**config.mk**
```make
export PLATFORM = sky130hd
export DESIGN_NAME = dac_mix_top
export DESIGN_NICKNAME = d
export VERILOG_FILES = /design/src/hw/mix_bus_pkg.sv /design/src/hw/mix_signal_pkg.sv /design/src/hw/chan_sum_sat.sv /design/src/hw/dac_interleave.sv /design/src/hw/dac_mix_top.sv /design/src/hw/mix_regs.sv
export VERILOG_INCLUDE_DIRS = /design/src /design/src/hw
export SDC_FILE = /design/constraint.sdc
export NUM_CORES = 1
export LEC_CHECK = 0
export BUFFER_PORTS_ARGS = -buffer_cell sky130_fd_sc_hd__buf_4
export CAP_MARGIN = 20
export CORE_MARGIN = 2
export CORE_UTILIZATION = 45
export DETAILED_ROUTE_END_ITERATION = 8
export GPL_TIMING_DRIVEN = 0
export PLACE_DENSITY = 0.7
export SLEW_MARGIN = 25
export SYNTH_ARGS = -nofsm -noshare
export SYNTH_HDL_FRONTEND = slang
export SYNTH_SLANG_ARGS = --single-unit
```
**constraint.sdc**
```tcl
create_clock -name adc_clk -period 5.2 [get_ports adc_clk]
set_input_delay 0.26 -clock adc_clk [delete_from_list [all_inputs] [get_ports adc_clk]]
set_output_delay 0.26 -clock adc_clk [all_outputs]
set_load 0.02 [all_outputs]
```
**src/hw/dac_mix_params.svh**
```systemverilog
/*
  Widths, channel count and register map of the DAC mixer.
  Register offsets are byte addresses on the AXI4-Lite bus. Only
  word-aligned offsets are decoded, and everything else is unmapped.
*/
`ifndef DAC_MIX_PARAMS_SVH
`define DAC_MIX_PARAMS_SVH

// --------------------
// data path
`define MIX_DW         14            // ADC and DAC sample width
`define MIX_NCH        2             // channel count, A and B

// --------------------
// bus and register map
`define MIX_AW         8             // AXI byte address width

`define MIX_REG_OFS_A  8'h00         // channel A offset, signed
`define MIX_REG_OFS_B  8'h04         // channel B offset, signed
`define MIX_REG_CTRL   8'h08         // [1:0] ADC add enables
`define MIX_REG_ID     8'h0C         // read only

`define MIX_ID_VALUE   32'h4d49_5831 // "MIX1"

`endif

```
**src/hw/mix_bus_pkg.sv**
```systemverilog
/*
  AXI4-Lite types shared by the register block and the top level.
  The data bus is fixed at 32 bits with four byte strobes.
*/
`include "dac_mix_params.svh"

package mix_bus_pkg;

  typedef logic [`MIX_AW-1:0] axi_addr_t;  // byte address
  typedef logic [31:0]        axi_data_t;
  typedef logic [3:0]         axi_strb_t;  // one bit per byte lane

  // response codes, EXOKAY and DECERR never issued
  typedef enum logic [1:0] {
    OKAY   = 2'd0,
    SLVERR = 2'd2
  } axi_resp_e;

  // slave FSM, one transaction at a time
  typedef enum logic [1:0] {
    IDLE,
    WRESP,
    RDATA
  } bus_state_e;

endpackage

```
**src/hw/mix_signal_pkg.sv**
```systemverilog
/*
  Sample types and the converter coding rule.
  ADC and DAC both use negative-slope offset binary, so one flip
  rule converts in either direction.
*/
`include "dac_mix_params.svh"

package mix_signal_pkg;

  typedef logic signed [`MIX_DW-1:0] sample_t;  // two's complement sample
  typedef logic signed [`MIX_DW:0]   sum_t;     // one guard bit for the add

  // keep msb, invert the rest
  function automatic logic [`MIX_DW-1:0] offset_bin_flip(input logic [`MIX_DW-1:0] code);
    return {code[`MIX_DW-1], ~code[`MIX_DW-2:0]};
  endfunction

endpackage

```
**src/hw/chan_sum_sat.sv**
```systemverilog
/*
  One channel stage: ADC code to two's complement, plus offset,
  clamped to MIX_DW bits. One register stage, no back-pressure.
  With the enable low only the offset reaches the output.
*/
`timescale 1ns/1ns
`include "dac_mix_params.svh"

module chan_sum_sat
  import mix_signal_pkg::*;
(
  input  logic              adc_clk,
  input  logic              rst_i,
  input  logic [`MIX_DW-1:0] adc_code_i,   // raw neg-slope offset binary
  input  sample_t           ofs_i,
  input  logic              add_en_i,
  output sample_t           res_o
);

  localparam sample_t sat_pos = {1'b0, {(`MIX_DW-1){1'b1}}};   // 0x1FFF
  localparam sample_t sat_neg = {1'b1, {(`MIX_DW-1){1'b0}}};   // 0x2000

  sample_t adc_s;
  sum_t    sum;
  sample_t sat;

  assign adc_s = add_en_i ? sample_t'(offset_bin_flip(adc_code_i)) : '0;
  assign sum   = sum_t'(adc_s) + sum_t'(ofs_i);   // sign extended, cannot wrap

  // top two bits differ only on overflow
  always_comb begin
    case (sum[`MIX_DW:`MIX_DW-1])
      2'b01:   sat = sat_pos;                // pos. overflow
      2'b10:   sat = sat_neg;                // neg. overflow
      default: sat = sum[`MIX_DW-1:0];
    endcase
  end

  always_ff @(posedge adc_clk) begin
    if (rst_i) begin
      res_o <= '0;
    end else begin
      res_o <= sat;
    end
  end

endmodule

```
**src/hw/dac_interleave.sv**
```systemverilog
/*
  Time-multiplexes both channel results onto the combined DAC bus.
  dac_sel_o toggles every cycle, 0 marks channel A, and dac_dat_o
  always carries the channel named by dac_sel_o in DAC coding.
*/
`timescale 1ns/1ns
`include "dac_mix_params.svh"

module dac_interleave
  import mix_signal_pkg::*;
(
  input  logic               adc_clk,
  input  logic               rst_i,
  input  sample_t            res_a_i,
  input  sample_t            res_b_i,
  output logic [`MIX_DW-1:0] dac_dat_o,
  output logic               dac_sel_o
);

  logic    phase_q;                            // channel on the bus now
  logic    phase_d;
  sample_t pick;

  assign phase_d = ~phase_q;
  assign pick    = phase_d ? res_b_i : res_a_i;   // load the channel of the next phase

  always_ff @(posedge adc_clk) begin
    if (rst_i) begin
      phase_q   <= 1'b0;
      dac_dat_o <= offset_bin_flip('0);         // recoded zero
    end else begin
      phase_q   <= phase_d;
      dac_dat_o <= offset_bin_flip(pick);       // back to DAC coding
    end
  end

  assign dac_sel_o = phase_q;

endmodule

```
**src/hw/dac_mix_top.sv**
```systemverilog
/*
  DAC mixer top: register block, one stage per channel, interleaver.
  Single clock domain on adc_clk, synchronous reset rst_i.
  ADC inputs are expected already registered at the pins.
*/
`timescale 1ns/1ns
`include "dac_mix_params.svh"

module dac_mix_top
  import mix_bus_pkg::*;
  import mix_signal_pkg::*;
(
  input  logic               adc_clk,
  input  logic               rst_i,
  input  logic [`MIX_DW-1:0] adc_dat_a_i,   // ADC CH1
  input  logic [`MIX_DW-1:0] adc_dat_b_i,   // ADC CH2
  // AXI4-Lite slave
  input  logic               s_awvalid_i,
  output logic               s_awready_o,
  input  axi_addr_t          s_awaddr_i,
  input  logic               s_wvalid_i,
  output logic               s_wready_o,
  input  axi_data_t          s_wdata_i,
  input  axi_strb_t          s_wstrb_i,
  output logic               s_bvalid_o,
  input  logic               s_bready_i,
  output axi_resp_e          s_bresp_o,
  input  logic               s_arvalid_i,
  output logic               s_arready_o,
  input  axi_addr_t          s_araddr_i,
  output logic               s_rvalid_o,
  input  logic               s_rready_i,
  output axi_data_t          s_rdata_o,
  output axi_resp_e          s_rresp_o,
  // DAC
  output logic [`MIX_DW-1:0] dac_dat_o,     // combined data
  output logic               dac_sel_o      // channel select
);

  logic [`MIX_NCH-1:0][`MIX_DW-1:0] adc_dat;   // index 0 is channel A
  sample_t [`MIX_NCH-1:0]           ofs;
  logic [`MIX_NCH-1:0]              add_en;
  sample_t [`MIX_NCH-1:0]           res;

  assign adc_dat = {adc_dat_b_i, adc_dat_a_i};

  // --------------------
  // registers
  mix_regs u_regs (
    .adc_clk     (adc_clk),
    .rst_i       (rst_i),
    .s_awvalid_i (s_awvalid_i),
    .s_awready_o (s_awready_o),
    .s_awaddr_i  (s_awaddr_i),
    .s_wvalid_i  (s_wvalid_i),
    .s_wready_o  (s_wready_o),
    .s_wdata_i   (s_wdata_i),
    .s_wstrb_i   (s_wstrb_i),
    .s_bvalid_o  (s_bvalid_o),
    .s_bready_i  (s_bready_i),
    .s_bresp_o   (s_bresp_o),
    .s_arvalid_i (s_arvalid_i),
    .s_arready_o (s_arready_o),
    .s_araddr_i  (s_araddr_i),
    .s_rvalid_o  (s_rvalid_o),
    .s_rready_i  (s_rready_i),
    .s_rdata_o   (s_rdata_o),
    .s_rresp_o   (s_rresp_o),
    .ofs_o       (ofs),
    .add_en_o    (add_en)
  );

  // --------------------
  // channel stages
  for (genvar gi = 0; gi < `MIX_NCH; gi++) begin : g_chan
    chan_sum_sat u_chan (
      .adc_clk    (adc_clk),
      .rst_i      (rst_i),
      .adc_code_i (adc_dat[gi]),
      .ofs_i      (ofs[gi]),
      .add_en_i   (add_en[gi]),
      .res_o      (res[gi])
    );
  end

  // --------------------
  // DAC bus
  dac_interleave u_dac (
    .adc_clk   (adc_clk),
    .rst_i     (rst_i),
    .res_a_i   (res[0]),
    .res_b_i   (res[1]),
    .dac_dat_o (dac_dat_o),
    .dac_sel_o (dac_sel_o)
  );

endmodule

```
**src/hw/mix_regs.sv**
```systemverilog
/*
  AXI4-Lite slave with the offset and control registers.
  One outstanding transaction, writes win over reads in IDLE.
  Offsets keep only MIX_DW bits and read back zero extended.
  Unmapped addresses and ID writes answer SLVERR.
*/
`timescale 1ns/1ns
`include "dac_mix_params.svh"

module mix_regs
  import mix_bus_pkg::*;
  import mix_signal_pkg::*;
(
  input  logic                   adc_clk,
  input  logic                   rst_i,
  // AXI4-Lite slave
  input  logic                   s_awvalid_i,
  output logic                   s_awready_o,
  input  axi_addr_t              s_awaddr_i,
  input  logic                   s_wvalid_i,
  output logic                   s_wready_o,
  input  axi_data_t              s_wdata_i,
  input  axi_strb_t              s_wstrb_i,
  output logic                   s_bvalid_o,
  input  logic                   s_bready_i,
  output axi_resp_e              s_bresp_o,
  input  logic                   s_arvalid_i,
  output logic                   s_arready_o,
  input  axi_addr_t              s_araddr_i,
  output logic                   s_rvalid_o,
  input  logic                   s_rready_i,
  output axi_data_t              s_rdata_o,
  output axi_resp_e              s_rresp_o,
  // to the channel stages
  output sample_t [`MIX_NCH-1:0] ofs_o,
  output logic [`MIX_NCH-1:0]    add_en_o
);

  bus_state_e             state_q;
  sample_t [`MIX_NCH-1:0] ofs_q;       // per-channel offset
  logic [`MIX_NCH-1:0]    en_q;        // per-channel ADC add enable
  logic [`MIX_NCH-1:0]    ofs_hit;     // write address selects an offset
  logic                   wr_hs;
  logic                   rd_hs;
  axi_resp_e              wr_resp;
  axi_resp_e              rd_resp;
  axi_data_t              rd_data;
  axi_resp_e              bresp_q;
  axi_resp_e              rresp_q;
  axi_data_t              rdata_q;

  // --------------------
  // handshakes
  assign wr_hs = (state_q == IDLE) && s_awvalid_i && s_wvalid_i;   // aw and w together
  assign rd_hs = (state_q == IDLE) && s_arvalid_i && !s_awvalid_i && !s_wvalid_i;

  assign s_awready_o = wr_hs;
  assign s_wready_o  = wr_hs;
  assign s_arready_o = rd_hs;
  assign s_bvalid_o  = (state_q == WRESP);   // held until bready
  assign s_rvalid_o  = (state_q == RDATA);   // held until rready
  assign s_bresp_o   = bresp_q;
  assign s_rresp_o   = rresp_q;
  assign s_rdata_o   = rdata_q;

  always_ff @(posedge adc_clk) begin
    if (rst_i) begin
      state_q <= IDLE;
    end else begin
      case (state_q)
        IDLE:    if (wr_hs) state_q <= WRESP;
                 else if (rd_hs) state_q <= RDATA;
        WRESP:   if (s_bready_i) state_q <= IDLE;
        RDATA:   if (s_rready_i) state_q <= IDLE;
        default: state_q <= IDLE;
      endcase
    end
  end

  // --------------------
  // write side
  assign ofs_hit = {s_awaddr_i == `MIX_REG_OFS_B, s_awaddr_i == `MIX_REG_OFS_A};

  always_comb begin
    case (s_awaddr_i)
      `MIX_REG_OFS_A, `MIX_REG_OFS_B, `MIX_REG_CTRL: wr_resp = OKAY;
      default: wr_resp = SLVERR;              // ID register and holes
    endcase
  end

  always_ff @(posedge adc_clk) begin
    if (rst_i) begin
      ofs_q <= '0;
      en_q  <= '0;
    end else if (wr_hs) begin
      for (int ch = 0; ch < `MIX_NCH; ch++) begin
        if (ofs_hit[ch] && s_wstrb_i[0]) ofs_q[ch][7:0] <= s_wdata_i[7:0];
        if (ofs_hit[ch] && s_wstrb_i[1]) ofs_q[ch][`MIX_DW-1:8] <= s_wdata_i[`MIX_DW-1:8];
      end
      if (s_awaddr_i == `MIX_REG_CTRL && s_wstrb_i[0]) begin
        en_q <= s_wdata_i[`MIX_NCH-1:0];
      end
    end
  end

  // --------------------
  // read side
  always_comb begin
    rd_data = '0;                             // holes read as zero
    rd_resp = OKAY;
    case (s_araddr_i)
      `MIX_REG_OFS_A: rd_data = {{(32-`MIX_DW){1'b0}}, ofs_q[0]};
      `MIX_REG_OFS_B: rd_data = {{(32-`MIX_DW){1'b0}}, ofs_q[1]};
      `MIX_REG_CTRL:  rd_data = {{(32-`MIX_NCH){1'b0}}, en_q};
      `MIX_REG_ID:    rd_data = `MIX_ID_VALUE;
      default:        rd_resp = SLVERR;
    endcase
  end

  // response payload, captured at the handshake
  always_ff @(posedge adc_clk) begin
    if (wr_hs) bresp_q <= wr_resp;
    if (rd_hs) begin
      rresp_q <= rd_resp;
      rdata_q <= rd_data;
    end
  end

  assign ofs_o    = ofs_q;
  assign add_en_o = en_q;

endmodule

```
* Word-level counts from Yosys, hierarchy flattened *
Index checks and enable logic that the tools add are counted.

storage, ports and cells
  bits in registers = 111
  input port bits = 87

operators by class
  add/sub/neg operators = 2
  equal/unequal tests = 14
  muxes and demuxes = 13
  bitwise operators = 4
  reductions and logical operators = 23

operators with widths
  operator            count
  $pmux 31 s4         1
  $pmux 14 s2         2
  $mux 14             3
  $not 13->13         3
  $add 14x14->15      2
  $eq 8x4->1 const B  3
  $eq 8x3->1 const B  2
  $logic_not 8->1     2
  $mux 2              6
  $logic_and 1x1->1   10
  $reduce_and 2->1    5
  $eq 2x1->1 const B  3
  $eq 2x2->1 const B  3
  $pmux 2 s3          1
  $ne 2x1->1 const B  2
  $reduce_or 4->1     1
  $ne 3x3->1 const B  1
  $reduce_and 3->1    1
  $reduce_or 3->1     1
  $logic_not 1->1     2
  $logic_not 2->1     1
  $not 1->1           1

* Longest topological paths before layout *
  depth after elaboration = 7
  gate-level depth with buffers = 16
  mapped depth without buffers = 15

* Modules after synthesis *
From an unflattened synthesis, not the netlist that was laid out.

second synthesis, totals
  cells, all modules = 556
  area, all modules = 5445.2 um2

modules (own cells, without submodules)
  module          times used  cells each  area an instance (um2)  seq. area each (um2)
  chan_sum_sat    2           142         1239.9                  280.3
  mix_regs        1           225         2401.1                  1151.1
  dac_interleave  1           47          564.3                   300.3

* Least setup slack after synthesis *
No wires, ideal clock.

  path kind = reg2reg
  from = register u_regs.en_q[0] (netlist: u_regs.add_en_o[0])
  to = register g_chan[0].u_chan.res_o[13]
  arrival time = 3.573 ns
  path slack = 1.564 ns
  cell stages (with the launch flop) = 14
  path buffers = 2
  period minus slack after synthesis = 3.636 ns
  cells stage by stage = dfxtp_1 > clkbuf_1 > nor2b_1 > ha_1 > a21oi_1 > o21ai_0 > a2111oi_0 > a21oi_1 > xnor2_1 > ha_1 > clkbuf_1 > or3b_2 > a211o_1 > nand3_1

between the ends
  cells in the longest elaborated chain, start to end = 4

RTL lines
  what                                             line                RTL
  start: declaration                               mix_regs.sv:41      logic [`MIX_NCH-1:0] en_q;
  start signal: assignment                         mix_regs.sv:101     en_q <= s_wdata_i[`MIX_NCH-1:0];
  $mux 14 (*)                                      chan_sum_sat.sv:27  assign adc_s = add_en_i ? sample_t'(offset_bin_flip(adc_code_i)) : '0;
  $add 14x14->15 (*)                               chan_sum_sat.sv:28  assign sum = sum_t'(adc_s) + sum_t'(ofs_i);
  $eq 2x2->1 / $eq 2x1->1 (equally long branches)  chan_sum_sat.sv:32  case (sum[`MIX_DW:`MIX_DW-1])
  $pmux 14 s2 (*)                                  chan_sum_sat.sv:32
  end signal: assignment                           chan_sum_sat.sv:43  res_o <= sat;
  end: declaration                                 chan_sum_sat.sv:17  output sample_t res_o

Mark *: on every way between the ends. The rest lies on a longest branch, timed or not.
A chain may end at the register's enable or synchronous reset.

* Worst setup path after layout *
Ends and elaborated chain as after synthesis.

==> out/results.txt <==
status: finished, final reports clean
CTS tree: yes
# nets final: 846
maxcap violations: 0
Via density: 5.56
first-pass GRT wire length: 22.6 mm
WP buf/inv: 2
number of global-route vias before repair: 4566
PD cells: 232 nW/um^2
gr usage total: 22.8%
Fin. Hold Viols: 0
routability cong.: 0.974
total global routing overflow: 0
Syn Std Cell Area: 5290 sq um
CP Launch Type: flip-flop
Worst-Margin Slew: 0.871 ns
Adder-Cell Fraction of Synth Area: 8.33%
Final Setup Violations: 0
fraction of the mapped netlist area in compound gates: 15.6%
IO Pins: 143
largest net degree at the start of global routing: 15
EDFF count, synth: 17
Die Height: 112 um
die area: 12600 sq um
largest family of logic cells by synthesized area: simple AND/OR/NAND/NOR gates
DRC Markers: 0
Yosys reg bits: 92
Clock Root Buffer: clkbuf_16
Worst path slowest cell: a41oi_1
WP data arrival: 5.11 ns
Crit Path Category: flip-flop to flip-flop
Synth Area in Simple Gates: 21.7%
initial antenna violation count: 0
RSZ-0062 raised after global routing: false
Horiz. Die Dim: 112 um
Synth area leader: dfxtp_1
Worst Path Required: 5.47 ns
worst-skew pair later-pin latency: 0.35 ns
HP Class: primary input to flip-flop
Vias: 4854
CP peak stage delay: 0.58 ns
total core area: 11500 sq um
most common library cells after synthesis: dfxtp_1, nor2_1, mux2i_1
CP Max Fanout: 10
DRT antenna net count: 0
crit-path cells: clkbuf_1 -> nor2b_1 -> ha_1 -> a211oi_1 -> nor2_1 -> a41oi_1 -> a21oi_1 -> xnor2_1 -> ha_1 -> clkbuf_1 -> or3b_2 -> a211o_1 -> nand3_1
maximum VDD drop: 0.370 mV
mux cell area share after synthesis: 9.11%
CTS Hold Bufs: 0
first-pass detailed-route iteration total: 5
Main synth FF type: dfxtp_1
mean routed wirelength per cell: 17.0 um
Worst-path clk slew: 0.07 ns
area grow syn2layout: 25.7%
# diodes: 0
fin crit share: 93.0%
Max Buffers Root-to-Sink: 2
Avg Synthesized Cell Area: 8.92 sq um
Synth area leaders: dfxtp_1, edfxtp_1, mux2i_1
Async S/R FF share, synth: 0%
row cnt: 39
Lkg Pwr: 3.02 nW
Unique masters post-synth: 57
Post-Syn Instances: 593
top-count cell post-synth: dfxtp_1
total placed cells including tap cells: 857
HPWL after DPL: 11.7 mm
slew margin rel.: 40.4%
CTS resizes: 0
sequential area share after synthesis: 38.0%
warnings from Yosys: 0
Worst setup EP type: flip-flop
Cell Count, Final, Fillers Out: 873
top-area cell type share of the netlist area: 28.4%
R2R Setup Slk: 0.36 ns
sum of negative setup slack: 0 ns
fin crit period: 4.84 ns
CTS buffer count: 9
Starting Density: 46.1%
H-tree depth: 3
clock sink count: 92
critical path's top delay family: compound AO/OA/AOI/OAI gates
Post-CTS Repair Setup Buffers: 0
layout cell share with drive strength beyond 1: 22.7%
clock skew: 0.0109 ns
Final Max Tran Viols: 0
xor/xnor share of the synthesized area: 1.99%
Peak Freq: 0.207 GHz
IO Port Bufs: 109
DR iter-0 viols: 284
final WL: 14.8 mm
FILL cells: 999
[metrics by stage]
step                      util (%)  power (W)  hold slack (ns)  setup WS [ns]  area [sq um]
after floorplan                  -   0.000802            0.400           1.56          5330
after global placement        55.2   0.000863            0.480          0.725          6330
after detailed placement      55.3   0.000866            0.496          0.591          6340
after CTS                     58.0    0.00155            0.147          0.558          6650
after global routing          58.0    0.00158            0.165          0.168          6650
final                         58.0    0.00154            0.153          0.364          6650
[cells by family (layout without fill, tap and decap cells)]
group | count (synthesis) | in the layout
compound gates | 127 | 127
xor+xnor | 12 | 12
mux | 48 | 48
simple gates | 227 | 227
buf+inv | 52 | 178
fa+ha+maj | 34 | 34
flops | 92 | 92
other cells | 1 | 12
[registers in the layout, summed over array words and instances, names as in the netlist]
register and flops:
g_chan.u_chan.res_o 28, u_regs.ofs_o 28, u_regs.s_rdata_o 15, u_dac.dac_dat_o 14, u_regs.add_en_o 2, u_regs.state_q 2
u_dac.dac_sel_o 1, u_regs.s_bresp_o 1, u_regs.s_rresp_o 1
[worst min-delay path, stage by stage]
cell and delay (ns):
buf_4 0.08, mux2i_1 0.05, nor2_1 0.07
[power breakdown]
part           internal, W  total (W)  switching, W
Combinational    0.0000585   0.000120     0.0000612
Clock             0.000419   0.000688      0.000269
Sequential        0.000729   0.000731    0.00000230
Total              0.00121    0.00154      0.000333
[routing by layer]
metal	up-vias	track usage, %	part of all wire (%)
li1	2339	-	-
met1	2309	28.1	42
met2	174	38.0	48
met3	32	5.29	6.8
met4	0	10.1	2.9
met5	-	0	0
[final cells by class]
class                   instances  area, sq um  share of cell area (%)
clock buffers                  11          233                    3.50
plain buffers                  42          235                    3.54
repair buffers                110          826                    12.4
inverters                      10         37.5                   0.565
clock inverters                 5         76.3                    1.15
well taps                     143          179                    2.69
multi-input cells             460         3050                    45.9
flip-flops and latches         92         2010                    30.3
[final timing paths]
check / to / startpoint / depth (start not counted)
worst min-delay path: u_regs.ofs_o[9] / s_wdata_i[9] / 3
worst max-delay path: g_chan[0].u_chan.res_o[13] / u_regs.add_en_o[0] / 13
worst max register to register: g_chan[0].u_chan.res_o[13] / u_regs.add_en_o[0] / 13
worst min register to register: u_regs.state_q[1] / u_regs.state_q[0] / 1
[placed cells by master, fill, tap and decap left out, types with 3 or more instances in the layout]
| cell | count |
|---|---|
| a211o_1 | 7 |
| a211oi_1 | 7 |
| a21o_1 | 9 |
| a21oi_1 | 40 |
| a311oi_1 | 3 |
| a31oi_1 | 6 |
| and2_1 | 4 |
| and3_1 | 3 |
| buf_4 | 130 |
| clkbuf_1 | 21 |
| clkbuf_16 | 9 |
| conb_1 | 12 |
| dfxtp_1 | 75 |
| edfxtp_1 | 17 |
| ha_1 | 32 |
| inv_1 | 10 |
| mux2i_1 | 47 |
| nand2_1 | 46 |
| nand2b_1 | 10 |
| nand3_1 | 15 |
| nand3b_1 | 5 |
| nand4_1 | 4 |
| nor2_1 | 66 |
| nor2b_1 | 36 |
| nor3_1 | 8 |
| nor3b_1 | 4 |
| o2111ai_1 | 3 |
| o211ai_1 | 3 |
| o21a_1 | 9 |
| o21ai_0 | 21 |
| o21bai_1 | 3 |
| o31ai_1 | 4 |
| or2_2 | 14 |
| or4_1 | 4 |
| xnor2_1 | 8 |
| xor2_1 | 4 |
No activity file was read; power rests on OpenSTA's default activity.
